File: src/common/cpuPkg.sv
package cpuPkg;

	// --------------------------------------------------
	// widths
	// --------------------------------------------------
	localparam int dataWidth = 32;
	localparam int regAddrWidth = 5;
	localparam int pcWidth = 22;
	localparam int immWidth = 17;
	localparam int opcodeWidth = 5;
	localparam int aluOpWidth = 4;
	localparam int wbSelWidth = 3;     // five write-back sources
	localparam int pcSelWidth = 2;
	localparam int switchCount = 18;
	localparam int buttonCount = 4;

	// --------------------------------------------------
	// opcodes
	// --------------------------------------------------
	localparam logic [opcodeWidth-1:0] opAdd = 5'b00000;
	localparam logic [opcodeWidth-1:0] opAddI = 5'b00001;
	localparam logic [opcodeWidth-1:0] opSub = 5'b00010;
	localparam logic [opcodeWidth-1:0] opSubI = 5'b00011;
	localparam logic [opcodeWidth-1:0] opMult = 5'b00100;
	localparam logic [opcodeWidth-1:0] opMultI = 5'b00101;
	localparam logic [opcodeWidth-1:0] opAnd = 5'b00110;
	localparam logic [opcodeWidth-1:0] opAndI = 5'b00111;
	localparam logic [opcodeWidth-1:0] opOr = 5'b01000;
	localparam logic [opcodeWidth-1:0] opOrI = 5'b01001;
	localparam logic [opcodeWidth-1:0] opNot = 5'b01010;
	localparam logic [opcodeWidth-1:0] opSlt = 5'b01011;
	localparam logic [opcodeWidth-1:0] opSltI = 5'b01100;
	localparam logic [opcodeWidth-1:0] opSll = 5'b01101;
	localparam logic [opcodeWidth-1:0] opSlr = 5'b01110;
	localparam logic [opcodeWidth-1:0] opMove = 5'b01111;
	localparam logic [opcodeWidth-1:0] opJ = 5'b10000;
	localparam logic [opcodeWidth-1:0] opJr = 5'b10001;
	localparam logic [opcodeWidth-1:0] opBeq = 5'b10011;
	localparam logic [opcodeWidth-1:0] opBnq = 5'b10100;
	localparam logic [opcodeWidth-1:0] opLoad = 5'b10111;
	localparam logic [opcodeWidth-1:0] opStore = 5'b11000;
	localparam logic [opcodeWidth-1:0] opInput = 5'b11001;
	localparam logic [opcodeWidth-1:0] opOutput = 5'b11010;
	localparam logic [opcodeWidth-1:0] opSetR = 5'b11011;
	localparam logic [opcodeWidth-1:0] opEnd = 5'b11111;

	// --------------------------------------------------
	// select codes
	// --------------------------------------------------
	localparam logic [aluOpWidth-1:0] aluAdd = 4'd0;
	localparam logic [aluOpWidth-1:0] aluSub = 4'd1;
	localparam logic [aluOpWidth-1:0] aluMult = 4'd2;
	localparam logic [aluOpWidth-1:0] aluAnd = 4'd3;
	localparam logic [aluOpWidth-1:0] aluOr = 4'd4;
	localparam logic [aluOpWidth-1:0] aluNot = 4'd5;
	localparam logic [aluOpWidth-1:0] aluSll = 4'd6;
	localparam logic [aluOpWidth-1:0] aluSlr = 4'd7;
	localparam logic [aluOpWidth-1:0] aluEq = 4'd8;
	localparam logic [aluOpWidth-1:0] aluNe = 4'd9;
	localparam logic [aluOpWidth-1:0] aluLt = 4'd11;

	localparam logic [wbSelWidth-1:0] wbMem = 3'd0;
	localparam logic [wbSelWidth-1:0] wbAlu = 3'd1;
	localparam logic [wbSelWidth-1:0] wbMove = 3'd2;
	localparam logic [wbSelWidth-1:0] wbInput = 3'd3;
	localparam logic [wbSelWidth-1:0] wbLong = 3'd4;

	localparam logic [pcSelWidth-1:0] pcStep = 2'd0;
	localparam logic [pcSelWidth-1:0] pcJump = 2'd1;
	localparam logic [pcSelWidth-1:0] pcBranch = 2'd2;
	localparam logic [pcSelWidth-1:0] pcReg = 2'd3;

	// one word, two field layouts
	typedef union packed {
		struct packed {
			logic [opcodeWidth-1:0] opcode;
			logic [regAddrWidth-1:0] ra;
			logic [regAddrWidth-1:0] rb;
			logic [regAddrWidth-1:0] rc;
			logic [11:0] unused;
		} regForm;
		struct packed {
			logic [opcodeWidth-1:0] opcode;
			logic [regAddrWidth-1:0] ra;
			logic [pcWidth-1:0] target;   // short immediate is the low 17 bits
		} longForm;
	} instrWord;

endpackage

File: src/core/registerFile.sv
`timescale 1ns/100ps

module registerFile import cpuPkg::*;
(
	input  logic clk,
	input  logic regWrite,
	input  logic [wbSelWidth-1:0] wbSel,
	input  logic [regAddrWidth-1:0] writeAddr,
	input  logic [regAddrWidth-1:0] readAddrA,
	input  logic [regAddrWidth-1:0] readAddrB,
	input  logic [dataWidth-1:0] memData,
	input  logic [dataWidth-1:0] aluResult,
	input  logic [dataWidth-1:0] inputData,
	input  logic [pcWidth-1:0] longImm,
	output logic [dataWidth-1:0] regA,
	output logic [dataWidth-1:0] regB
);
	logic [dataWidth-1:0] regs [1 << regAddrWidth];
	logic [dataWidth-1:0] writeData;

	always_comb
	begin
		case (wbSel)
			wbMem: writeData = memData;
			wbMove: writeData = regA;                  // MOVE copies rb
			wbInput: writeData = inputData;
			wbLong: writeData = {{(dataWidth-pcWidth){1'b0}}, longImm};
			default: writeData = aluResult;
		endcase
	end

	always_ff @(posedge clk)
	begin
		if (regWrite)
			regs[writeAddr] <= writeData;
	end

	assign regA = regs[readAddrA];
	assign regB = regs[readAddrB];

endmodule

File: config.mk
export PLATFORM = sky130hd
export DESIGN_NAME = registerFile
export DESIGN_NICKNAME = d
export VERILOG_FILES = /design/src/common/cpuPkg.sv /design/src/core/registerFile.sv
export SDC_FILE = /design/constraint.sdc
export NUM_CORES = 1
export LEC_CHECK = 0
export BUFFER_PORTS_ARGS = -buffer_cell sky130_fd_sc_hd__buf_2
export CAP_MARGIN = 15
export CORE_MARGIN = 4
export CORE_UTILIZATION = 49
export DETAILED_ROUTE_END_ITERATION = 10
export GPL_ROUTABILITY_DRIVEN = 0
export PLACE_DENSITY = 0.66
export SLEW_MARGIN = 20
export SYNTH_ARGS = -nofsm -noshare
export SYNTH_HDL_FRONTEND = slang
export SYNTH_SLANG_ARGS = --single-unit
export TNS_END_PERCENT = 10
File: constraint.sdc
create_clock -name clk -period 3.56 [get_ports clk]
set_input_delay 0.534 -clock clk [delete_from_list [all_inputs] [get_ports clk]]
set_output_delay 0.534 -clock clk [all_outputs]
set_load 0.01 [all_outputs]
### Yosys cells after proc, flatten, opt, wreduce, memory -nomap -nowiden

Memory sizes are Yosys's and may differ from the RTL's.
Cells that the tools add are included.

* register bits after elaboration: 0
* memory bits (writable): 1024
* memories kept: 1

Memory list
* regs: depth 32, width 32, rd ports 2, clocked after Yosys merged registers in 0, wr ports 1, RTL line registerFile.sv:18 `logic [dataWidth-1:0] regs [1 << regAddrWidth];`

* equality and inequality tests: 3
* muxes and demuxes: 3
* reductions and logical operators: 1

Operators by type and width (count)
* one-hot mux 32 bit (4 select lines): 1
* == test 3 x 2 -> 1 bit, second input constant: 2
* == test 3 bit, second input constant: 1
* logical NOT 3 bit: 1
* 2-to-1 mux 1 bit: 2

### Longest topological paths before layout

* word-level depth: 2
* mapped depth: 8
* depth with buffers taken out: 5

### Worst setup path before layout

No wires, ideal clock.

* path type: input -> register
* from: in writeAddr[1]
* to: mem regs[12][0], enable pin
* setup time: 0.421 ns
* arrival: 2.547 ns
* setup slack: 0.592 ns
* cell stages on the path: 3
* path buffers: 1
* path through: or3b_2 -> clkbuf_1 -> nor2_1

RTL lines
* start: declaration: RTL line registerFile.sv:8 `input logic [regAddrWidth-1:0] writeAddr,`
* end: declaration: RTL line registerFile.sv:18

Straight into the memory's write port.

### Worst setup path in the final report

* from: in readAddrA[1]
* to: out regA[9]

* cells in the longest elaborated chain, start to end: 1

Ends and longest elaborated chain
* start: declaration: RTL line registerFile.sv:9 `input logic [regAddrWidth-1:0] readAddrA,`
* memory (32 x 32 bit)
* end: declaration: RTL line registerFile.sv:15 `output logic [dataWidth-1:0] regA,`

Every way passes these cells.

==> impl_metrics.ini <==
[outcome]
status = finished clean

[yosys]
synth_top_flop_cell = edfxtp_1
synth_mux_area_share_pct = 26.0
async_reset_ff_share_pct = 0
postSynthAreaPerCell_um2 = 17.5
syn-num-nets = 2931
synth_compound_area_share_pct = 7.21
yosys_register_bits = 1024
synth_cell_types = 30
synth_xor_area_share_pct = 0
synth_edf_count = 1024
syn_inst = 2793
ys_seq_area_share_pct = 63.0
synth-simple-area-share_pct = 1.56
syn_area_um2 = 48800
synth_top_family_by_area = multiplexers
synth_adder_area_share_pct = 0
ys_warn_count = 0

[timing]
setup_violations = 0
holdWs_ns = 0.468
finalHoldViolCount = 0
rsz0062_at_grt = false
setup_ws_ns = 0.168
maxSlewViolCount = 0
post-route-period-util_pct = 95.3
post-route-min-period_ns = 3.39
max_freq_ghz = 0.295
tightest_slew_ns = 1.25
fin_worst_skew_ns = 0.0283
relSlewSlack_pct = 15.9

[cells_and_area]
design_area_um2 = 56900
drive_gt1_share_pct = 30.6
synthToLayoutAreaGrowth_pct = 16.6
largest_reg_flops = 1024
fillers = 7301
largest-register = regs
reg_top3 = regs (1024)
regArea_um2 = 30700
multi_input_area_um2 = 17300
final_cells = 4479
fin_nets = 3242

[route]
wl_met3_mm = 21.4
wl_mm = 162
dr.pass1.iters = 10
wl_met1_mm = 61.4
dr_wl_met2_mm = 72.2
postRouteAntennaNets = 0
highest_layer = met4
drt_iter0_drc = 4734
drc = 0
vias_per_cell = 7.13
vias = 31947
wire_per_inst_um = 36.2

[floorplanning]
die_y_um = 323
die_w_um = 323
die_area_um2 = 105000
fp-row-count = 115
ioPinCount = 202
start_util_pct = 49.5
coreArea_um2 = 98600

[setup_path]
cp_top_family = buffers and inverters
path_buf_inv = 5
cp_max_fo = 27
slowest_stage = nor4_1
reg2reg_from = regs[23][28]
cp_common_cell = buf_12
crit_type = input port to output pin
crit_path_start = readAddrA[1]
required_ns = 3.03
cpPeakStageDelay_ns = 0.58
worst_ep_arrival_time_ns = 2.86
cp-start-kind = input port
endpoint_kind = output pin
worstPathCellList = buf_12, buf_16, buf_12, buf_12, mux2i_1, a22oi_1, a21oi_1, nor4_1, buf_2

[placement]
placed_area_um2 = 53300
dp_slack_ns = -0.111
placed_cells = 4281
io_buffers = 201
dp_hpwl_mm = 95.3

[global_routing]
grt_pass1_wl_mm = 226
gr-total-overflow = 0
grt_usage_pct = 30.6
grt_start_max_net_pins = 66
antenna_found_initial = 4
first_global_vias = 31698

[clock_tree]
clk_pin_slew_ns = 0.06
clk_path_buf_depth = 3
cts_tree = built
cts_buffers = 108
cts_root_buf = clkbuf_16
clock-sinks = 1024
insertion_delay_ns = 0.70
cts_hold_buffers = 0
cts_max_level = 3

[hold_path]
min-delay-start = aluResult[14]
hold_class = input port to flop

[pwr]
power.leakage_nw = 19.6
p_per_area_nw_per_um2 = 496
vdd_drop_max_v = 0.000439
p_total_mw = 28.2

[run]
drv_cap = 0
-- cell families (layout without fill, tap and decap cells) --
logic type | after synthesis | in the layout
buffers and inverters | 227 | 624
AOI/OAI and AO/OA | 513 | 513
and+or+nand+nor | 165 | 165
DFF | 1024 | 1024
muxes | 864 | 864
other | 0 | 2
-- synthesized netlist by cell type (all sizes together), types with 3 or more instances --
| cell type | number | share of area, % |
|---|---|---|
| a21oi | 160 | 1.6 |
| a22oi | 256 | 3.9 |
| buf | 115 | 1.3 |
| clkbuf | 110 | 0.85 |
| edfxtp | 1024 | 63 |
| mux2 | 32 | 0.74 |
| mux2i | 512 | 11 |
| mux4 | 320 | 15 |
| nand2 | 57 | 0.44 |
| nand3 | 3 | 0.031 |
| nand3b | 5 | 0.077 |
| nor2 | 56 | 0.43 |
| nor4 | 32 | 0.41 |
| o211a | 22 | 0.45 |
| o211ai | 10 | 0.15 |
| o21a | 11 | 0.17 |
| o22a | 10 | 0.18 |
| o22ai | 22 | 0.28 |
| o41ai | 22 | 0.40 |
| or3b | 3 | 0.054 |
-- worst register-to-register path: stages, from the launching register on --
cell      delay [ns]
edfxtp_1        0.34
mux2i_1         0.09
a22oi_1         0.22
a21oi_1         0.10
nor4_1          0.50
buf_4           0.21
o21a_1          0.83
-- cells in the final DEF, fill, tap and decap left out, types with 5 or more instances in the layout --
cell / n
mux2i_1: 512
o41ai_1: 22
nor2_1: 23
nand2_1: 56
clkinv_2: 20
clkbuf_1: 22
buf_2: 196
mux4_2: 320
o22a_1: 10
a22oi_1: 256
nand3b_1: 5
nor2_4: 33
nor4_1: 30
o211a_1: 22
mux2_2: 32
buf_4: 149
clkinv_1: 21
edfxtp_1: 1024
a21oi_1: 160
o211ai_1: 10
clkbuf_16: 111
o21a_1: 10
bufinv_16: 13
o22ai_1: 22
buf_12: 77
-- per-stage QoR --
step | setup TNS (ns) | util [%]
after floorplan | 0 | -
after global placement | -0.0278 | 54.1
after detailed placement | -1.96 | 54.1
after CTS | 0 | 57.7
after global routing | 0 | 57.7
final | 0 | 57.7
-- path summary, 6_finish.rpt --
kind / to / slack (ns) / depth (start not counted)
max: regA[9] / 0.17 / 9
min: regs[1][14] / 0.47 / 2
max reg2reg: regs[8][28] / 0.88 / 6
min reg2reg: regs[1][14] / 1.32 / 5
-- report_power, final --
| part | switching [mW] | internal [mW] | total (mW) |
|---|---|---|---|
| sequential | 0.0440 | 13.7 | 13.8 |
| clock | 4.66 | 6.61 | 11.3 |
| combinational | 1.94 | 1.21 | 3.15 |
-- timing repair --
item	CTS	global route
gates resized for setup	1	3
setup endpoints to repair	1	1
setup buffers	0	0
hold endpoints to repair	0	0
-- cell type report --
class,instances,area share [%]
Sequential cell,1024,54.1
Timing Repair Buffer,426,6.52
Inverter,2,0.0132
Multi-Input combinational cell,1542,30.4
Tap cell,1287,2.83
Antenna cell,2,0.00880
Clock buffer,133,5.03
Clock inverter,63,1.16
-- per-layer routing --
layer	up-vias	global-route usage, %
li1	12453	-
met1	16489	42.9
met2	2574	46.0
met3	431	8.25
met4	0	12.2
met5	-	0
Power figures use the tool's default switching activity.
