### config.mk
export PLATFORM = sky130hd
export DESIGN_NAME = controlUnit
export DESIGN_NICKNAME = d
export VERILOG_FILES = /design/src/common/cpuPkg.sv /design/src/core/controlUnit.sv
export SDC_FILE = /design/constraint.sdc
export NUM_CORES = 1
export LEC_CHECK = 0
export BUFFER_PORTS_ARGS = -buffer_cell sky130_fd_sc_hd__buf_2
export CAP_MARGIN = 20
export CORE_AREA = 5 5 42 44
export CTS_CLUSTER_DIAMETER = 60
export DETAILED_ROUTE_END_ITERATION = 6
export DIE_AREA = 0 0 47 49
export PLACE_DENSITY_LB_ADDON = 0.2
export SETUP_SLACK_MARGIN = 0.02
export SLEW_MARGIN = 20
export SYNTH_ARGS = -nofsm -noshare
export SYNTH_HDL_FRONTEND = slang
export SYNTH_SLANG_ARGS = --single-unit
### constraint.sdc
create_clock -name clk -period 0.8 [get_ports clk]
set_input_delay 0 -clock clk [delete_from_list [all_inputs] [get_ports clk]]
set_output_delay 0 -clock clk [all_outputs]
set_load 0.02 [all_outputs]
### src/common/cpuPkg.sv
package cpuPkg;

	// --------------------------------------------------
	// widths
	// --------------------------------------------------
	localparam int dataWidth = 32;
	localparam int regAddrWidth = 5;
	localparam int pcWidth = 22;
	localparam int immWidth = 17;
	localparam int opcodeWidth = 5;
	localparam int aluOpWidth = 4;
	localparam int wbSelWidth = 3;     // five write-back sources
	localparam int pcSelWidth = 2;
	localparam int switchCount = 18;
	localparam int buttonCount = 4;

	// --------------------------------------------------
	// opcodes
	// --------------------------------------------------
	localparam logic [opcodeWidth-1:0] opAdd = 5'b00000;
	localparam logic [opcodeWidth-1:0] opAddI = 5'b00001;
	localparam logic [opcodeWidth-1:0] opSub = 5'b00010;
	localparam logic [opcodeWidth-1:0] opSubI = 5'b00011;
	localparam logic [opcodeWidth-1:0] opMult = 5'b00100;
	localparam logic [opcodeWidth-1:0] opMultI = 5'b00101;
	localparam logic [opcodeWidth-1:0] opAnd = 5'b00110;
	localparam logic [opcodeWidth-1:0] opAndI = 5'b00111;
	localparam logic [opcodeWidth-1:0] opOr = 5'b01000;
	localparam logic [opcodeWidth-1:0] opOrI = 5'b01001;
	localparam logic [opcodeWidth-1:0] opNot = 5'b01010;
	localparam logic [opcodeWidth-1:0] opSlt = 5'b01011;
	localparam logic [opcodeWidth-1:0] opSltI = 5'b01100;
	localparam logic [opcodeWidth-1:0] opSll = 5'b01101;
	localparam logic [opcodeWidth-1:0] opSlr = 5'b01110;
	localparam logic [opcodeWidth-1:0] opMove = 5'b01111;
	localparam logic [opcodeWidth-1:0] opJ = 5'b10000;
	localparam logic [opcodeWidth-1:0] opJr = 5'b10001;
	localparam logic [opcodeWidth-1:0] opBeq = 5'b10011;
	localparam logic [opcodeWidth-1:0] opBnq = 5'b10100;
	localparam logic [opcodeWidth-1:0] opLoad = 5'b10111;
	localparam logic [opcodeWidth-1:0] opStore = 5'b11000;
	localparam logic [opcodeWidth-1:0] opInput = 5'b11001;
	localparam logic [opcodeWidth-1:0] opOutput = 5'b11010;
	localparam logic [opcodeWidth-1:0] opSetR = 5'b11011;
	localparam logic [opcodeWidth-1:0] opEnd = 5'b11111;

	// --------------------------------------------------
	// select codes
	// --------------------------------------------------
	localparam logic [aluOpWidth-1:0] aluAdd = 4'd0;
	localparam logic [aluOpWidth-1:0] aluSub = 4'd1;
	localparam logic [aluOpWidth-1:0] aluMult = 4'd2;
	localparam logic [aluOpWidth-1:0] aluAnd = 4'd3;
	localparam logic [aluOpWidth-1:0] aluOr = 4'd4;
	localparam logic [aluOpWidth-1:0] aluNot = 4'd5;
	localparam logic [aluOpWidth-1:0] aluSll = 4'd6;
	localparam logic [aluOpWidth-1:0] aluSlr = 4'd7;
	localparam logic [aluOpWidth-1:0] aluEq = 4'd8;
	localparam logic [aluOpWidth-1:0] aluNe = 4'd9;
	localparam logic [aluOpWidth-1:0] aluLt = 4'd11;

	localparam logic [wbSelWidth-1:0] wbMem = 3'd0;
	localparam logic [wbSelWidth-1:0] wbAlu = 3'd1;
	localparam logic [wbSelWidth-1:0] wbMove = 3'd2;
	localparam logic [wbSelWidth-1:0] wbInput = 3'd3;
	localparam logic [wbSelWidth-1:0] wbLong = 3'd4;

	localparam logic [pcSelWidth-1:0] pcStep = 2'd0;
	localparam logic [pcSelWidth-1:0] pcJump = 2'd1;
	localparam logic [pcSelWidth-1:0] pcBranch = 2'd2;
	localparam logic [pcSelWidth-1:0] pcReg = 2'd3;

	// one word, two field layouts
	typedef union packed {
		struct packed {
			logic [opcodeWidth-1:0] opcode;
			logic [regAddrWidth-1:0] ra;
			logic [regAddrWidth-1:0] rb;
			logic [regAddrWidth-1:0] rc;
			logic [11:0] unused;
		} regForm;
		struct packed {
			logic [opcodeWidth-1:0] opcode;
			logic [regAddrWidth-1:0] ra;
			logic [pcWidth-1:0] target;   // short immediate is the low 17 bits
		} longForm;
	} instrWord;

endpackage

### src/core/controlUnit.sv
`timescale 1ns/100ps

module controlUnit import cpuPkg::*;
(
	input  logic clk,
	input  logic rst,
	input  logic run,
	input  logic [opcodeWidth-1:0] opcode,
	output logic regWrite,
	output logic memWrite,
	output logic portWrite,
	output logic useImm,
	output logic readRc,
	output logic [aluOpWidth-1:0] aluOp,
	output logic [wbSelWidth-1:0] wbSel,
	output logic [pcSelWidth-1:0] pcSel,
	output logic holdPc,
	output logic clearPc,
	output logic halted
);
	logic started;

	always_ff @(posedge clk)
	begin
		if (rst)
			started <= 1'b0;
		else if (run)
			started <= 1'b1;     // stays set until the next reset
	end

	assign clearPc = !started;
	assign halted = started && (opcode == opEnd);
	assign holdPc = halted;

	// --------------------------------------------------
	// ALU operation per opcode
	// --------------------------------------------------
	always_comb
	begin
		case (opcode)
			opSub, opSubI: aluOp = aluSub;
			opMult, opMultI: aluOp = aluMult;
			opAnd, opAndI: aluOp = aluAnd;
			opOr, opOrI: aluOp = aluOr;
			opNot: aluOp = aluNot;
			opSll: aluOp = aluSll;
			opSlr: aluOp = aluSlr;
			opSlt, opSltI: aluOp = aluLt;
			opBeq: aluOp = aluEq;
			opBnq: aluOp = aluNe;
			default: aluOp = aluAdd;
		endcase
	end

	// --------------------------------------------------
	// strobes and selects
	// --------------------------------------------------
	always_comb
	begin
		regWrite = 1'b0;
		memWrite = 1'b0;
		portWrite = 1'b0;
		useImm = 1'b0;
		readRc = 1'b0;         // second source is ra unless register form
		wbSel = wbAlu;
		pcSel = pcStep;
		if (started)
		begin
			case (opcode)
				opAdd, opSub, opMult, opAnd, opOr, opSlt:
				begin
					regWrite = 1'b1;
					readRc = 1'b1;
				end
				opAddI, opSubI, opMultI, opAndI, opOrI, opSltI:
				begin
					regWrite = 1'b1;
					useImm = 1'b1;
				end
				opNot, opSll, opSlr: regWrite = 1'b1;
				opMove:
				begin
					regWrite = 1'b1;
					wbSel = wbMove;
				end
				opLoad:
				begin
					regWrite = 1'b1;
					wbSel = wbMem;
				end
				opInput:
				begin
					regWrite = 1'b1;
					wbSel = wbInput;
				end
				opSetR:
				begin
					regWrite = 1'b1;
					wbSel = wbLong;
				end
				opStore: memWrite = 1'b1;
				opOutput: portWrite = 1'b1;
				opJ: pcSel = pcJump;
				opJr: pcSel = pcReg;
				opBeq, opBnq: pcSel = pcBranch;
				default: ;             // END and unused opcodes write nothing
			endcase
		end
	end

endmodule

# Yosys cells after proc, flatten, opt, wreduce, memory -nomap -nowiden
# Memory sizes are Yosys's and may differ from the RTL's.
# Index checks and enable logic that the tools add are counted.
[totals]
reg_bits = 1
mem_bits_ro = 128
in_bits = 8
output_inout_bits = 17
word_cells = 48
memories = 1
[memory_table]
columns = ["memory", "words", "word_bits", "rd", "rd_clocked_by_memory_dff", "wr", "line_no", "source"]
rows = [
  ["(no name shown)", 32, 4, 1, 0, 0, "controlUnit.sv:40", "case (opcode)"],
]
[classes]
eq_ne = 25
n_mux = 14
reduce_logical = 7
[op_table]
columns = ["op", "n"]
rows = [
  ["5-bit equality test (second input constant)", 10],
  ["5-bit by 4-bit equality test with 1-bit output (second input constant)", 8],
  ["5-bit by 3-bit equality test with 1-bit output (second input constant)", 4],
  ["19-bit OR reduction", 1],
  ["3-bit one-hot mux with 4 select lines", 1],
  ["6-bit OR reduction", 2],
  ["5-bit by 2-bit equality test with 1-bit output (second input constant)", 2],
  ["1-bit two-way mux", 10],
  ["2-bit one-hot mux with 3 select lines", 1],
  ["5-bit by 1-bit equality test with 1-bit output (second input constant)", 1],
  ["5-bit zero test", 1],
  ["3-bit two-way mux", 1],
  ["2-bit two-way mux", 1],
  ["2-bit OR reduction", 1],
  ["1-bit logical AND", 1],
  ["1-bit zero test", 1],
]

# Longest topological paths before layout
[logic_depth]
depth_word = 4
ltp_mapped = 5
depth_no_buf = 5

# Worst setup path after synthesis
# OpenSTA, ideal clock, no wires.
[synth_path]
kind = "register -> output"
startpoint = "register started"
endpoint = "output pcSel[1]"
t_arrival_ps = 1193
slack_ps = -393
path_stages_with_launch = 3
path_cell_list = "dfxtp_1 -> nand2_1 -> nor4_1"
[synth_between]
elab_chain_len = 1
[synth_rtl]
columns = ["item", "line_no", "source"]
rows = [
  ["start: declaration", "controlUnit.sv:21", "logic started;"],
  ["start signal: assignment", "controlUnit.sv:26", "started <= 1'b0;"],
  ["start signal: assignment", "controlUnit.sv:28", "started <= 1'b1;"],
  ["2-bit two-way mux", "controlUnit.sv:67", "if (started)"],
  ["end: declaration", "controlUnit.sv:16", "output logic [pcSelWidth-1:0] pcSel,"],
]
# No other way between the ends.

# Final worst setup path
[layout_path]
startpoint = "input opcode[0]"
endpoint = "output regWrite"
[layout_between]
elab_chain_len = 4
[layout_rtl]
columns = ["item", "line_no", "source"]
rows = [
  ["start: declaration", "controlUnit.sv:8", "input logic [opcodeWidth-1:0] opcode,"],
  ["5-bit equality test, or another cell as far along", "controlUnit.sv:69", "case (opcode)"],
  ["19-bit OR reduction (no source line) *", "-", ""],
  ["1-bit two-way mux *", "controlUnit.sv:69", ""],
  ["1-bit two-way mux *", "controlUnit.sv:67", ""],
  ["end: declaration", "controlUnit.sv:9", "output logic regWrite,"],
]
# Mark *: on every way between the ends. The rest lies on a longest branch, timed or not.

==> impl_metrics.tcl <==
set metrics [dict create \
    post-dp-hpwl_mm 1.18 \
    antenna_found_initial 0 \
    hold_buffers 0 \
    clkLatencyLatePin_ns 0 \
    synth_edf_count 0 \
    die_area_um2 2300 \
    initialDrtViolationCount 4 \
    reg2reg_slack_ns 0.09 \
    reg_top3 "started x1" \
    syn_area_per_cell_um2 7.34 \
    die_y_um 49 \
    crit_type "primary input to output pin" \
    drv_slew 0 \
    reg2reg_depth 3 \
    min_period_ns 1.03 \
    die_w_um 47 \
    syn_area_um2 448 \
    crit_path_cell_trace "buf_12, inv_6, ha_4, mux2_4, o211ai_4, a41oi_2, buf_4" \
    power.density_nw_per_um2 561 \
    period_share_pct 129 \
    vias 592 \
    ys.flop_type "dfxtp_1" \
    grt.total_usage_pct 15.0 \
    final_util_pct 76.4 \
    drc 0 \
    yosys.area.top_type_share_pct 14.0 \
    violations "setup timing" \
    synth.top_cells.by_count "8 x nor2_1, 5 x ha_1, 4 x inv_1, 4 x nand2_1" \
    max_slew.worst_pin.slew_ns 0.216 \
    syn_inst 61 \
    first_global_vias 591 \
    crit_start "opcode[0]" \
    cp_top_family "buffers and inverters" \
    rsz0062_at_grt "yes" \
    top_register "started" \
    min_path_type "primary input to flop" \
    crit_path_start_kind "primary input" \
    coreArea_um2 1400 \
    postRouteAntennaNets 0 \
    yosys.area.top_type "ha_1" \
    async_flop_share_pct 0 \
    worstSetupEndpointType "output pin" \
    synth_nets 74 \
    status "finished with violations" \
    synth.most_common_cell "nor2_1" \
    ys_types 31 \
    holdPathStages 2 \
    critical_path.max_fanout 4 \
    power_leakage_nw 0.461 \
    fin_nets 115 \
    required_ns 0.80 \
    synthTopCellsByArea "ha_1 14%, nor2_1 6.7%, buf_4 5.0%, dfxtp_1 4.5%, and2_1 4.2%" \
    worst_slack_ns -0.229 \
    path_depth 7 \
    dr.pass1.iters 2 \
    tns_ns -1.65 \
    viasPerCell 5.10 \
    r2r-start "started" \
    grt_start_max_net_pins 8 \
    port-buffer-count 24 \
    clkSlewWorstSetupHoldPaths_ns 0 \
    fmax_ghz 0.972 \
    fillCellCount 89 \
    rows 14 \
    synth_seq_cells 1 \
    slowest_stage "mux2_4" \
    io_pins 25 \
    maxCapViolCount 0 \
    ir_worst_vdd_mv 0.518 \
    gp_congestion 0.811 \
    slew_headroom_pct 85.6 \
    yosysSeqAreaShare_pct 4.47 \
    start_util_pct 32.0 \
    grt_pass1_wl_mm 2.72 \
    antenna_cells 0 \
    arrival_ns 1.03 \
    hp-start "rst" \
    yosysWarnings 0 \
    largest_reg_flops 1 \
    critPathBufInv 3 \
    finalHoldViolations 0 \
    drt-wirelength-per-cell_um 14.3 \
    cp_slowest_stage_delay_ns 0.27 \
    endpoint "regWrite" \
    r2r-end "started" \
    setup_violations 13 \
    skew_ns 0 \
    area_growth_pct 139 \
    layout-drive-gt1-share_pct 79.0 \
    routed_wl_mm 1.65 \
    grt_overflow 0 \
]
## worst register-to-register path: stages, from the launching register on
cell     delay (ns)
dfxtp_4        0.33
buf_6          0.13
nor2_1         0.09
nor2_1         0.04
## cells by family after synthesis
kind of cell / Yosys count / synth area share, %
AOI/OAI and AO/OA: 12 / 23.2
xor gates and xnor gates: 2 / 3.91
adders and majority gates: 5 / 14.0
buffers and inverters: 9 / 12.0
DFF: 1 / 4.47
muxes: 3 / 8.10
and+or+nand+nor: 29 / 34.4
## where the power goes
group          leakage (nW)  total [mW]  switching (mW)  internal (mW)
combinational         0.452       0.542           0.269          0.273
sequential          0.00889      0.0585         0.00460         0.0539
clock                     0           0               0              0
## per-layer routing
| layer | part of all wire [%] | wire, um | GRT usage [%] |
|---|---|---|---|
| met5 | 0 | 0 | 0 |
| met4 | 0 | 0 | 0.922 |
| met3 | 2.5 | 41 | 0 |
| met2 | 59 | 968 | 28.7 |
| met1 | 39 | 643 | 18.3 |
## worst min path at each step
stage	to
finish	started
global route	started
CTS	started
detailed placement	started
global placement	started
floorplan	started
## cells in the final DEF (no fill, tap or decap), types with 2 or more instances in the layout
master   instances
buf_6           15
o21ai_0          2
nor2b_4          2
nand2_1          2
mux2_4           2
nor2_4           2
buf_2            5
and3_1           2
buf_4           21
nor2_1           5
inv_2            2
nand3_1          2
nor4_4           2
and2_4           3
ha_4             4
buf_12           3
o21a_1           2
## layout make-up
type | count | area (um^2) | share of cell area [%]
Multi-Input combinational cell | 51 | 593 | 55.4
Timing Repair Buffer | 44 | 412 | 38.4
Sequential cell | 1 | 23.8 | 2.22
Tap cell | 16 | 20.0 | 1.87
Inverter | 4 | 22.5 | 2.10
## stage by stage
| stage | setup WS (ns) | instances | hold slack (ns) | total power, mW | cell area, um^2 |
|---|---|---|---|---|---|
| finish | -0.229 | 116 | 0.156 | 0.601 | 1070 |
| global route | -0.270 | 116 | 0.172 | 0.637 | 1070 |
| CTS | -0.241 | 116 | 0.156 | 0.566 | 1020 |
| detailed placement | -0.372 | 113 | 0.156 | 0.452 | 795 |
| global placement | -0.338 | 113 | 0.146 | 0.445 | 795 |
| floorplan | -0.113 | 61 | 0.0627 | 0.294 | 557 |
## repair_timing
action,CTS,global route
endpoints found under the setup margin,17,16
pin swaps,20,9
hold endpoints to repair,0,0
resized for setup,60,11
buffers inserted,3,3
Power figures use the tool's default switching activity.
