File: src/common/cpuPkg.sv
package cpuPkg;

	// --------------------------------------------------
	// widths
	// --------------------------------------------------
	localparam int dataWidth = 32;
	localparam int regAddrWidth = 5;
	localparam int pcWidth = 22;
	localparam int immWidth = 17;
	localparam int opcodeWidth = 5;
	localparam int aluOpWidth = 4;
	localparam int wbSelWidth = 3;     // five write-back sources
	localparam int pcSelWidth = 2;
	localparam int switchCount = 18;
	localparam int buttonCount = 4;

	// --------------------------------------------------
	// opcodes
	// --------------------------------------------------
	localparam logic [opcodeWidth-1:0] opAdd = 5'b00000;
	localparam logic [opcodeWidth-1:0] opAddI = 5'b00001;
	localparam logic [opcodeWidth-1:0] opSub = 5'b00010;
	localparam logic [opcodeWidth-1:0] opSubI = 5'b00011;
	localparam logic [opcodeWidth-1:0] opMult = 5'b00100;
	localparam logic [opcodeWidth-1:0] opMultI = 5'b00101;
	localparam logic [opcodeWidth-1:0] opAnd = 5'b00110;
	localparam logic [opcodeWidth-1:0] opAndI = 5'b00111;
	localparam logic [opcodeWidth-1:0] opOr = 5'b01000;
	localparam logic [opcodeWidth-1:0] opOrI = 5'b01001;
	localparam logic [opcodeWidth-1:0] opNot = 5'b01010;
	localparam logic [opcodeWidth-1:0] opSlt = 5'b01011;
	localparam logic [opcodeWidth-1:0] opSltI = 5'b01100;
	localparam logic [opcodeWidth-1:0] opSll = 5'b01101;
	localparam logic [opcodeWidth-1:0] opSlr = 5'b01110;
	localparam logic [opcodeWidth-1:0] opMove = 5'b01111;
	localparam logic [opcodeWidth-1:0] opJ = 5'b10000;
	localparam logic [opcodeWidth-1:0] opJr = 5'b10001;
	localparam logic [opcodeWidth-1:0] opBeq = 5'b10011;
	localparam logic [opcodeWidth-1:0] opBnq = 5'b10100;
	localparam logic [opcodeWidth-1:0] opLoad = 5'b10111;
	localparam logic [opcodeWidth-1:0] opStore = 5'b11000;
	localparam logic [opcodeWidth-1:0] opInput = 5'b11001;
	localparam logic [opcodeWidth-1:0] opOutput = 5'b11010;
	localparam logic [opcodeWidth-1:0] opSetR = 5'b11011;
	localparam logic [opcodeWidth-1:0] opEnd = 5'b11111;

	// --------------------------------------------------
	// select codes
	// --------------------------------------------------
	localparam logic [aluOpWidth-1:0] aluAdd = 4'd0;
	localparam logic [aluOpWidth-1:0] aluSub = 4'd1;
	localparam logic [aluOpWidth-1:0] aluMult = 4'd2;
	localparam logic [aluOpWidth-1:0] aluAnd = 4'd3;
	localparam logic [aluOpWidth-1:0] aluOr = 4'd4;
	localparam logic [aluOpWidth-1:0] aluNot = 4'd5;
	localparam logic [aluOpWidth-1:0] aluSll = 4'd6;
	localparam logic [aluOpWidth-1:0] aluSlr = 4'd7;
	localparam logic [aluOpWidth-1:0] aluEq = 4'd8;
	localparam logic [aluOpWidth-1:0] aluNe = 4'd9;
	localparam logic [aluOpWidth-1:0] aluLt = 4'd11;

	localparam logic [wbSelWidth-1:0] wbMem = 3'd0;
	localparam logic [wbSelWidth-1:0] wbAlu = 3'd1;
	localparam logic [wbSelWidth-1:0] wbMove = 3'd2;
	localparam logic [wbSelWidth-1:0] wbInput = 3'd3;
	localparam logic [wbSelWidth-1:0] wbLong = 3'd4;

	localparam logic [pcSelWidth-1:0] pcStep = 2'd0;
	localparam logic [pcSelWidth-1:0] pcJump = 2'd1;
	localparam logic [pcSelWidth-1:0] pcBranch = 2'd2;
	localparam logic [pcSelWidth-1:0] pcReg = 2'd3;

	// one word, two field layouts
	typedef union packed {
		struct packed {
			logic [opcodeWidth-1:0] opcode;
			logic [regAddrWidth-1:0] ra;
			logic [regAddrWidth-1:0] rb;
			logic [regAddrWidth-1:0] rc;
			logic [11:0] unused;
		} regForm;
		struct packed {
			logic [opcodeWidth-1:0] opcode;
			logic [regAddrWidth-1:0] ra;
			logic [pcWidth-1:0] target;   // short immediate is the low 17 bits
		} longForm;
	} instrWord;

endpackage

File: src/source/ioPorts.sv
`timescale 1ns/100ps

module ioPorts import cpuPkg::*;
(
	input  logic clk,
	input  logic rst,
	input  logic portWrite,
	input  logic [regAddrWidth-1:0] inputIndex,
	input  logic [regAddrWidth-1:0] outputIndex,
	input  logic [dataWidth-1:0] writeData,
	input  logic [switchCount-1:0] switches,
	input  logic [buttonCount-1:0] buttons,
	output logic [dataWidth-1:0] inputData,
	output logic [dataWidth-1:0] outPort0,
	output logic [dataWidth-1:0] outPort1,
	output logic [dataWidth-1:0] outPort2
);
	logic [buttonCount-1:0] pressed;
	logic [regAddrWidth-1:0] switchSel;
	logic [1:0] buttonSel;

	assign pressed = ~buttons;     // buttons are active low
	assign switchSel = inputIndex - 5'd1;
	assign buttonSel = 2'(inputIndex - 5'(switchCount + 2));

	// --------------------------------------------------
	// input index decode
	// --------------------------------------------------
	always_comb
	begin
		inputData = '0;
		if (inputIndex == '0)
			inputData = {{(dataWidth-switchCount){1'b0}}, switches};
		else if (inputIndex <= 5'(switchCount))
			inputData = {{(dataWidth-1){1'b0}}, switches[switchSel]};
		else if (inputIndex == 5'(switchCount + 1))
			inputData = {{(dataWidth-buttonCount){1'b0}}, pressed};
		else if (inputIndex <= 5'(switchCount + 1 + buttonCount))
			inputData = {{(dataWidth-1){1'b0}}, pressed[buttonSel]};
	end

	always_ff @(posedge clk)
	begin
		if (rst)
		begin
			outPort0 <= '0;
			outPort1 <= '0;
			outPort2 <= '0;
		end
		else if (portWrite)
		begin
			case (outputIndex)
				5'd0: outPort0 <= writeData;
				5'd1: outPort1 <= writeData;
				5'd2: outPort2 <= writeData;
				default: ;             // no port behind higher indices
			endcase
		end
	end

endmodule

File: config.mk
export PLATFORM = sky130hd
export DESIGN_NAME = ioPorts
export DESIGN_NICKNAME = d
export VERILOG_FILES = /design/src/common/cpuPkg.sv /design/src/source/ioPorts.sv
export SDC_FILE = /design/constraint.sdc
export NUM_CORES = 1
export LEC_CHECK = 0
export ABC_AREA = 1
export BUFFER_PORTS_ARGS = -buffer_cell sky130_fd_sc_hd__buf_4
export CAP_MARGIN = 20
export CORE_ASPECT_RATIO = 1.75
export CORE_MARGIN = 5
export CORE_UTILIZATION = 35
export DETAILED_ROUTE_END_ITERATION = 10
export SKIP_LAST_GASP = 1
export SLEW_MARGIN = 15
export SYNTH_ARGS = -nofsm -noshare
export SYNTH_HDL_FRONTEND = slang
export SYNTH_SLANG_ARGS = --single-unit
File: constraint.sdc
create_clock -name clk -period 1.65 [get_ports clk]
set_input_delay 0.165 -clock clk [delete_from_list [all_inputs] [get_ports clk]]
set_output_delay 0.165 -clock clk [all_outputs]
set_load 0.02 [all_outputs]
## After elaboration in Yosys (flattened, before gate mapping)

Index checks and enable logic that the tools add are counted.

| word-level totals | value |
|---|---|
| register bits after elaboration | 96 |
| logic and storage cells | 26 |

| cells by class | value |
|---|---|
| $add $sub $neg | 2 |
| order comparisons | 4 |
| eq/ne operators | 3 |
| muxes and demuxes | 8 |
| bitwise operators | 1 |
| reductions and logical operators | 5 |

Operators by type and width:

| operator | number |
|---|---|
| 18-bit two-way mux | 1 |
| 5-bit less-or-equal comparator (second input constant) | 2 |
| 5-bit logical NOT | 2 |
| 4-bit two-way mux | 2 |
| 5-bit by 6-bit < comparator with 1-bit output (second input constant) | 1 |
| 2-bit AND reduction | 3 |
| 1-bit binary-select mux with 5-bit select | 1 |
| 5-bit by 1-bit == test with 1-bit output (second input constant) | 1 |
| 5-bit by 2-bit == test with 1-bit output (second input constant) | 1 |
| 5-bit == test (second input constant) | 1 |
| 5-bit by 1-bit subtractor with 5-bit output (second input constant) | 1 |
| 4-bit NOT | 1 |
| 2-bit by 3-bit < comparator with 1-bit output (second input constant) | 1 |
| 1-bit two-way mux | 3 |
| 1-bit binary-select mux with 2-bit select | 1 |
| 2-bit by 1-bit subtractor with 2-bit output (second input constant) | 1 |

## Longest topological paths before layout

Gate-level depths: netlist of the first run.

| depth | value |
|---|---|
| depth in word-level cells | 7 |
| gate-level depth with buffers | 10 |
| mapped depth without buffers | 9 |

## Worst setup path before layout of the first run

No wires, ideal clock.

| timing path | value |
|---|---|
| path type | input to output |
| start | input port inputIndex[0] |
| end | output port inputData[0] |
| arrival | 1.511 ns |
| path slack | -0.026 ns |
| stages on the path | 10 |
| buffers on the path | 1 |
| path through | inv_2 buf_2 ha_1 xnor2_1 nand2_1 nor2_1 nand2_1 a21boi_1 nand2_1 a21oi_1 |

| between the ends | value |
|---|---|
| cells in the longest elaborated chain, start to end | 7 |
| elaborated cells between the ends (all ways) | 14 |
| those cells by class | add/sub: 2; order compare: 2; eq/ne: 1; mux: 8; reduce/logical: 1 |

Ends and longest elaborated chain:

| what | RTL line | source |
|---|---|---|
| from (decl) | ioPorts.sv:8 | `input logic [regAddrWidth-1:0] inputIndex,` |
| branches (longest 6 deep; another with 5-bit by 1-bit subtractor with 5-bit output) | n/a |  |
| 18-bit two-way mux (*) | ioPorts.sv:32 | `if (inputIndex == '0)` |
| to (decl) | ioPorts.sv:13 | `output logic [dataWidth-1:0] inputData,` |

Every way passes the cells marked *. The select of a mux whose other input is x is not followed.

## Final worst setup path of the first run

Ends and elaborated chain as after synthesis.

==> flow_metrics.tcl, run 1 <==
set metrics [dict create \
    place_congestion 0.8618 \
    ys.flop_type "dfxtp_1" \
    post_cts_buffers 0 \
    crit_arrival_ns 1.45 \
    synth_largest_area_cell "dfxtp_1" \
    rsz0062_at_grt "true" \
    worst_slew_pin_slew_ns 0.6301 \
    cts_tree "built" \
    antenna_cells 0 \
    wl_per_cell_um 15.56 \
    nFillCells 1157 \
    die_area_sq_um 14000 \
    clk_pin_slew_ns 0.08 \
    first_pass_iters 4 \
    synth.area.mux_share_pct 0 \
    multiInputGateArea_sq_um 1815 \
    fmax_ghz 0.6190 \
    cts.sinks 96 \
    ir_worst_vdd_mv 0.6031 \
    synth-simple-area-share_pct 26.13 \
    cp-end-kind "output port" \
    maxCapViolCount 0 \
    initialDrtViolationCount 166 \
    crit_fanout 6 \
    dieWidth_um 91.62 \
    synth.most_common_cell "nand2_1" \
    yosysSeqAreaShare_pct 47.10 \
    final_util_pct 50.89 \
    num_vias 4203 \
    cts_buffers 9 \
    mappedNetlistArea_sq_um 4080 \
    cp.required_ns 1.48 \
    totalWireLength_um 13570 \
    detail-route-antenna-nets 0 \
    timing.final.crit_share_pct 97.91 \
    synth_area_leaders "dfxtp_1 (47%), nand2_1 (20%), a21oi_1 (12%)" \
    grt_max_degree 37 \
    drive_gt1_share_pct 32.29 \
    syn_to_final_growth_pct 43.64 \
    setup_violations 0 \
    overflow 0 \
    yosys.area.top_type_share_pct 47.10 \
    portBuffers 180 \
    power.density_nw_per_um2 858.2 \
    yosys.area_share.adder_pct 1.227 \
    clock-skew-final_ns 0 \
    leakage_nw 2.584 \
    ios 195 \
    finalCriticalPeriod_ns 1.616 \
    syn-mean-instance-area_sq_um 7.325 \
    core_area_sq_um 11520 \
    ys_seq_elements 96 \
    synth_cell_types 24 \
    clk_latency_ns 0.33 \
    grt_pass1_wl_um 20910 \
    synth_edf_count 0 \
    status "complete, no violations" \
    drcViolationCount 0 \
    first_global_vias 4033 \
    async_reset_ff_share_pct 0 \
    ys_top_cells_by_count "nand2_1 (219), a21oi_1 (100), dfxtp_1 (96)" \
    root_buffer "clkbuf_16" \
    relSlewSlack_pct 57.93 \
    postCtsHoldBufs 0 \
    regArea_sq_um 1922 \
    yosys_warnings 0 \
    final_net_count 803 \
    crit_type "primary input to output port" \
    rows 52 \
    final_max_slew_viol_count 0 \
    htreeDepth 3 \
    via_per_inst 4.820 \
    start_util_pct 35.43 \
    synth-xor-area-share_pct 0.6440 \
    antenna_found_initial 0 \
    dp_hpwl_um 10060 \
    cp-start-kind "primary input" \
    track_usage_pct 18.59 \
    p_total_mw 5.029 \
    die_y_um 152.8 \
    min_path_type "primary input to flop" \
    hold_violations 0 \
    synth_top_family_by_area "simple AND/OR/NAND/NOR gates" \
    synthesis.instances 557 \
    synth_compound_area_share_pct 13.65 \
    clockBufferDepth 2 \
]
[registers in the layout, indices dropped and copies added, names as in the netlist]
signal / cells
outPort2: 32
outPort1: 32
outPort0: 32
[logic make-up after synthesis]
logic type | after synthesis
compound gates | 108
other cells | 1
flops | 96
fa+ha+maj | 4
buf+inv | 78
xor+xnor | 3
simple gates | 267
[cell usage in the layout (no fill, tap or decap)]
| cell type | n |
|---|---|
| nand2_1 | 218 |
| buf_4 | 194 |
| a21oi_1 | 98 |
| dfxtp_1 | 96 |
| inv_1 | 24 |
| nor2_1 | 20 |
| nand3_1 | 17 |
| conb_1 | 14 |
| clkbuf_16 | 9 |
| inv_2 | 5 |
| nand3_2 | 3 |
| o21ai_0 | 3 |
| o32ai_1 | 3 |
| nand2_2 | 3 |
| inv_8 | 2 |
| nor2_2 | 2 |
| inv_4 | 2 |
| xor2_1 | 2 |
| a21oi_2 | 2 |
| nor3_4 | 2 |
| ha_4 | 2 |
| clkinv_4 | 2 |
| buf_12 | 2 |
| xnor2_2 | 1 |
| nand4_1 | 1 |
| a21boi_2 | 1 |
| nor3_1 | 1 |
| a21boi_1 | 1 |
| ha_1 | 1 |
| ha_2 | 1 |
| clkinv_2 | 1 |
| inv_6 | 1 |
| bufinv_16 | 1 |
| clkinv_8 | 1 |
| buf_6 | 1 |
[what timing repair did]
action | 4_1_cts | 5_1_grt
gates resized for setup | 4 | 15
endpoints found under the setup margin | 1 | 2
pin swaps | 0 | 4
[final cells by class]
| type | instances | share of cell area (%) |
|---|---|---|
| flip-flops and latches | 96 | 32.79 |
| multi-input cells | 396 | 30.98 |
| repair buffers | 197 | 25.73 |
| clock buffers | 9 | 3.843 |
| well taps | 135 | 2.882 |
| inverters | 32 | 2.263 |
| clock inverters | 7 | 1.516 |
[stage by stage]
step	std cells	setup TNS [ns]	setup WS (ns)	hold WS, ns	area (sq um)
floorplan	570	0	0.06346	0.3079	4133
global placement	856	0	0.01668	0.4413	5470
detailed placement	856	-0.06522	-0.06522	0.4474	5470
CTS	872	0	0.006791	0.07391	5809
global route	872	-0.06745	-0.03527	0.08225	5861
finish	872	0	0.03450	0.08949	5861
[worst max-delay path: stages]
cell      delay [ns]
buf_4           0.13
inv_8           0.07
buf_4           0.13
ha_1            0.13
o21ai_0         0.07
nand2_1         0.18
a21boi_2        0.21
nand2_2         0.08
a21oi_2         0.15
buf_6           0.13
[final timing paths]
check,from,to,slack [ns],cells past startpoint
setup / recovery,inputIndex[0],inputData[0],0.03,10
setup reg to reg,outPort2[15],outPort2[15],0.99,2
hold reg to reg,outPort1[29],outPort1[29],0.46,2
hold / removal,writeData[21],outPort2[21],0.09,3
[routing by layer]
layer / share of wire [%] / global-route usage [%] / wire [um] / up-vias
met1: 36 / 19.01 / 4851 / 1924
met3: 7.2 / 5.165 / 982 / 26
met2: 55 / 35.02 / 7397 / 164
met5: 0 / 0 / 0 / -
li1: - / - / - / 2089
met4: 2.5 / 7.050 / 338 / 0
[where the power goes]
part / leakage [nW] / internal, mW / switching [mW]
registers: 0.774 / 2.33 / 0.0102
logic: 1.66 / 0.226 / 0.307
clock network: 0.155 / 1.21 / 0.947
total: 2.58 / 3.76 / 1.26
Power figures use the tool's default switching activity.
==> run 2, diff against run 1 <==
- CELL_PAD_IN_SITES_DETAIL_PLACEMENT: unset -> 0
- CELL_PAD_IN_SITES_GLOBAL_PLACEMENT: unset -> 2
- CORE_UTILIZATION: 35 -> 24
- PLACE_DENSITY_LB_ADDON: unset -> 0.1
==> flow_metrics.tcl, run 2 (synthesized netlist as in run 1, its figures left out) <==
set metrics [dict create \
    totalWireLength_um 14860 \
    hold_violations 0 \
    hold_end "outPort2[16]" \
    min_path_type "primary input to flop" \
    portBuffers 180 \
    r2r_start "outPort2[14]" \
    maxCapViolCount 0 \
    clockBufferDepth 2 \
    fin_ws_ns 0.09158 \
    finalCriticalPeriod_ns 1.558 \
    first_global_vias 4156 \
    ir_worst_vdd_mv 0.4394 \
    top_regs "outPort0 x32, outPort1 x32, outPort2 x32" \
    leakage_nw 2.580 \
    post_cts_buffers 0 \
    final_max_slew_viol_count 0 \
    place_congestion 0.7939 \
    rsz0062_at_grt "false" \
    fmax_ghz 0.6417 \
    cp-start-kind "primary input" \
    cts.sinks 96 \
    grt_max_degree 97 \
    worstHoldStart "writeData[16]" \
    r2r_end "outPort2[14]" \
    cp-startpoint "inputIndex[1]" \
    final_cell_mix "nand2_1 (219), buf_4 (199), a21oi_1 (98)" \
    dp_slack_ns -0.01221 \
    power.density_nw_per_um2 843.8 \
    dp.cells 951 \
    detail-route-antenna-nets 0 \
    syn_to_final_growth_pct 45.72 \
    via_per_inst 4.328 \
    ios 195 \
    wl_per_cell_um 15.38 \
    layout.cells.non_filler 966 \
    crit_arrival_ns 1.39 \
    cp.required_ns 1.48 \
    die_y_um 182.5 \
    final_common_cell "nand2_1" \
    r2r_cells 2 \
    clk_latency_ns 0.33 \
    postCtsHoldBufs 0 \
    clk_pin_slew_ns 0.07 \
    relSlewSlack_pct 54.67 \
    cp-end-kind "output port" \
    status "complete, no violations" \
    drcViolationCount 0 \
    antenna_found_initial 0 \
    initialDrtViolationCount 138 \
    antenna_cells 0 \
    first_pass_iters 4 \
    drive_gt1_share_pct 31.80 \
    num_vias 4181 \
    timing.final.crit_share_pct 94.45 \
    rows 63 \
    crit_type "primary input to output port" \
    clock-skew-final_ns 0 \
    root_buffer "clkbuf_16" \
    cts_buffers 9 \
    start_util_pct 24.19 \
    htreeDepth 3 \
    core_area_sq_um 16870 \
    cts_tree "built" \
    r2r_slack_ns 1.00 \
    setup_violations 0 \
    hold_depth 3 \
    grt_pass1_wl_um 22630 \
    crit_fanout 5 \
    overflow 0 \
    worst_slew_pin_slew_ns 0.6789 \
    die_area_sq_um 19810 \
    dieWidth_um 108.6 \
    track_usage_pct 14.68 \
    final_net_count 806 \
    dp_hpwl_um 10930 \
]
-- run 2: cell types whose count changed in the layout (fill, tap and decap cells not counted), moves of 2 or more --
| cell | delta |
|---|---|
| nand3_2 | -2 |
| nand3_1 | +2 |
| buf_4 | +5 |
| inv_6 | +3 |
-- run 2: through the flow --
step / cell area (sq um) / setup TNS [ns] / hold WS, ns / util (%) / power [mW]
after floorplan: 4133 / 0 / 0.3079 / - / 2.657
after global placement: 5600 / 0 / 0.4382 / 33.20 / 2.908
after detailed placement: 5600 / -0.01221 / 0.4429 / 33.20 / 2.909
after CTS: 5904 / 0 / 0.07692 / 35.00 / 5.093
after global routing: 5946 / 0 / 0.07999 / 35.25 / 5.243
final: 5946 / 0 / 0.09191 / 35.25 / 5.017
-- run 2: how the worst max path moves through the flow --
| stage | to |
|---|---|
| finish | inputData[0] |
| global route | inputData[0] |
| CTS | inputData[0] |
| floorplan | inputData[0] |
| detailed placement | inputData[0] |
| global placement | inputData[0] |
-- run 2: final cells by class --
cell class | count | area, sq um
Fill cell | 1910 | 10920
Clock inverter | 6 | 76.32
Multi-Input combinational cell | 396 | 1797
Clock buffer | 9 | 225.2
Tap cell | 227 | 284.0
Timing Repair Buffer | 200 | 1514
Sequential cell | 96 | 1922
Inverter | 32 | 127.6
-- run 2: power by group --
group / switching [mW] / internal [mW]
Sequential: 0.00999 / 2.33
Clock: 0.956 / 1.20
Combinational: 0.300 / 0.221
-- run 2: critical path, stage by stage --
cell and delay, ns:
buf_4 0.13, buf_4 0.14, ha_1 0.17, o21ai_1 0.12, nand2_1 0.16, a21oi_2 0.14, a21boi_1 0.08, a21oi_2 0.13
buf_4 0.15
-- run 2: repair_timing --
item / 4_1_cts / 5_1_grt
resized for setup: 1 / 10
hold endpoints to repair: 0 / 0
pin swaps: 0 / 2
endpoints found under the setup margin: 1 / 1
-- run 2: per-layer routing --
layer | wire length [um] | GRT usage [%] | vias up
li1 | - | - | 2085
met1 | 5598 | 16.43 | 1931
met2 | 7925 | 26.65 | 141
met3 | 946 | 3.327 | 24
met4 | 386 | 5.258 | 0
met5 | 0 | 0 | -
==> run 3, diff against run 2 <==
- BUFFER_PORTS_ARGS: -buffer_cell sky130_fd_sc_hd__buf_4 -> -buffer_cell sky130_fd_sc_hd__buf_2
==> flow_metrics.tcl, run 3 (synthesized netlist as in run 1, its figures left out) <==
set metrics [dict create \
    status "complete, no violations" \
    clk_latency_ns 0.33 \
    final_max_slew_viol_count 0 \
    clock-skew-final_ns 0 \
    syn_to_final_growth_pct 35.14 \
    cp-start-kind "primary input" \
    die_y_um 182.5 \
    dieWidth_um 108.6 \
    crit_slowest_cell "o32ai_1" \
    timing.final.crit_share_pct 94.76 \
    clk_pin_slew_ns 0.08 \
    grt_pass1_wl_um 22310 \
    rows 63 \
    final_common_cell "nand2_1" \
    portBuffers 180 \
    num_vias 4097 \
    place_congestion 0.8378 \
    first_pass_iters 4 \
    cts.sinks 96 \
    core_area_sq_um 16870 \
    post_cts_buffers 0 \
    maxCapViolCount 0 \
    crit_arrival_ns 1.40 \
    wl_per_cell_um 15.28 \
    postCtsHoldBufs 0 \
    via_per_inst 4.228 \
    dp_hpwl_um 10980 \
    detail-route-antenna-nets 0 \
    root_buffer "clkbuf_16" \
    drive_gt1_share_pct 31.98 \
    die_area_sq_um 19810 \
    initialDrtViolationCount 131 \
    first_global_vias 4021 \
    cts_buffers 9 \
    overflow 0 \
    track_usage_pct 14.56 \
    crit_fanout 10 \
    clockBufferDepth 2 \
    rsz0062_at_grt "true" \
    hold_depth 3 \
    crit_type "primary input to output port" \
    leakage_nw 2.543 \
    ir_worst_vdd_mv 0.4207 \
    htreeDepth 3 \
    totalWireLength_um 14810 \
    final_cell_mix "nand2_1 (219), buf_2 (178), a21oi_1 (99)" \
    fmax_ghz 0.6396 \
    min_path_type "primary input to flop" \
    cp-end-kind "output port" \
    layout.cells.non_filler 969 \
    power.density_nw_per_um2 898.2 \
    start_util_pct 24.19 \
    top_regs "outPort0 x32, outPort1 x32, outPort2 x32" \
    cts_tree "built" \
    r2r_cells 2 \
    hold_violations 0 \
    setup_violations 0 \
    ios 195 \
    antenna_found_initial 2 \
    hold_ws_ns 0.09012 \
    dp.cells 952 \
    final_net_count 807 \
    slowest_delay_ns 0.26 \
    worst_slew_pin_slew_ns 0.6850 \
    cp.required_ns 1.48 \
    relSlewSlack_pct 54.27 \
    finalCriticalPeriod_ns 1.563 \
    grt_max_degree 97 \
    worstPathCellList "buf_2 > buf_4 > ha_1 > nand3_2 > buf_4 > o32ai_1 > buf_2" \
    drcViolationCount 0 \
]
-- run 3: report_power, final --
part	leakage, nW	total (mW)	switching [mW]	internal, mW
Sequential	0.774	2.34	0.00886	2.33
Combinational	1.62	0.470	0.301	0.169
Clock	0.145	2.14	0.942	1.20
Total	2.54	4.95	1.25	3.70
-- run 3: path summary, 6_finish.rpt --
check                startpoint           end  slack [ns]
setup / recovery  inputIndex[0]  inputData[2]        0.09
hold / removal     writeData[5]   outPort0[5]        0.09
setup reg to reg   outPort0[26]  outPort0[26]        1.02
hold reg to reg    outPort0[20]  outPort0[20]        0.46
-- run 3: stage by stage --
step                cell area (sq um)  setup slack [ns]  power, mW  setup TNS, ns  util [%]
floorplan                        4133           0.06346      2.657              0         -
global placement                 5160           0.01332      2.853              0     30.59
detailed placement               5160         0.0004362      2.856              0     30.59
CTS                              5477          0.005789      5.037              0     32.47
global route                     5514          -0.03479      5.176       -0.08514     32.69
finish                           5514           0.08654      4.953              0     32.69
-- run 3: layout make-up --
| type | instances | area, sq um |
|---|---|---|
| antenna | 1 | 2.502 |
| clock buffer | 10 | 229.0 |
| clock inverter | 6 | 72.57 |
| fill | 1946 | 11350 |
| inverter | 32 | 122.6 |
| multi-input combinational | 396 | 1805 |
| sequential | 96 | 1922 |
| tap | 227 | 284.0 |
| timing repair buffer | 201 | 1076 |
-- run 3: worst max-delay path, delay by kind of cell --
kind | cells | cell delay [ns]
buffers and inverters | 4 | 0.67
AO/OA/AOI/OAI | 1 | 0.26
adder cells (fa/ha/maj) | 1 | 0.19
AND/OR/NAND/NOR | 1 | 0.11
-- run 3: metal layers --
layer  share of wire, %  global-route usage [%]  wire length, um
met1                 38                   15.78             5618
met2                 54                   27.12             8001
met3                6.0                   3.327              882
met4                2.0                   4.904              298
met5              0.074                       0               11
-- run 3: repair_timing --
action                     in CTS  in global routing
pin swaps                       0                  1
setup endpoints to repair       1                  4
gates resized for setup         4                  7
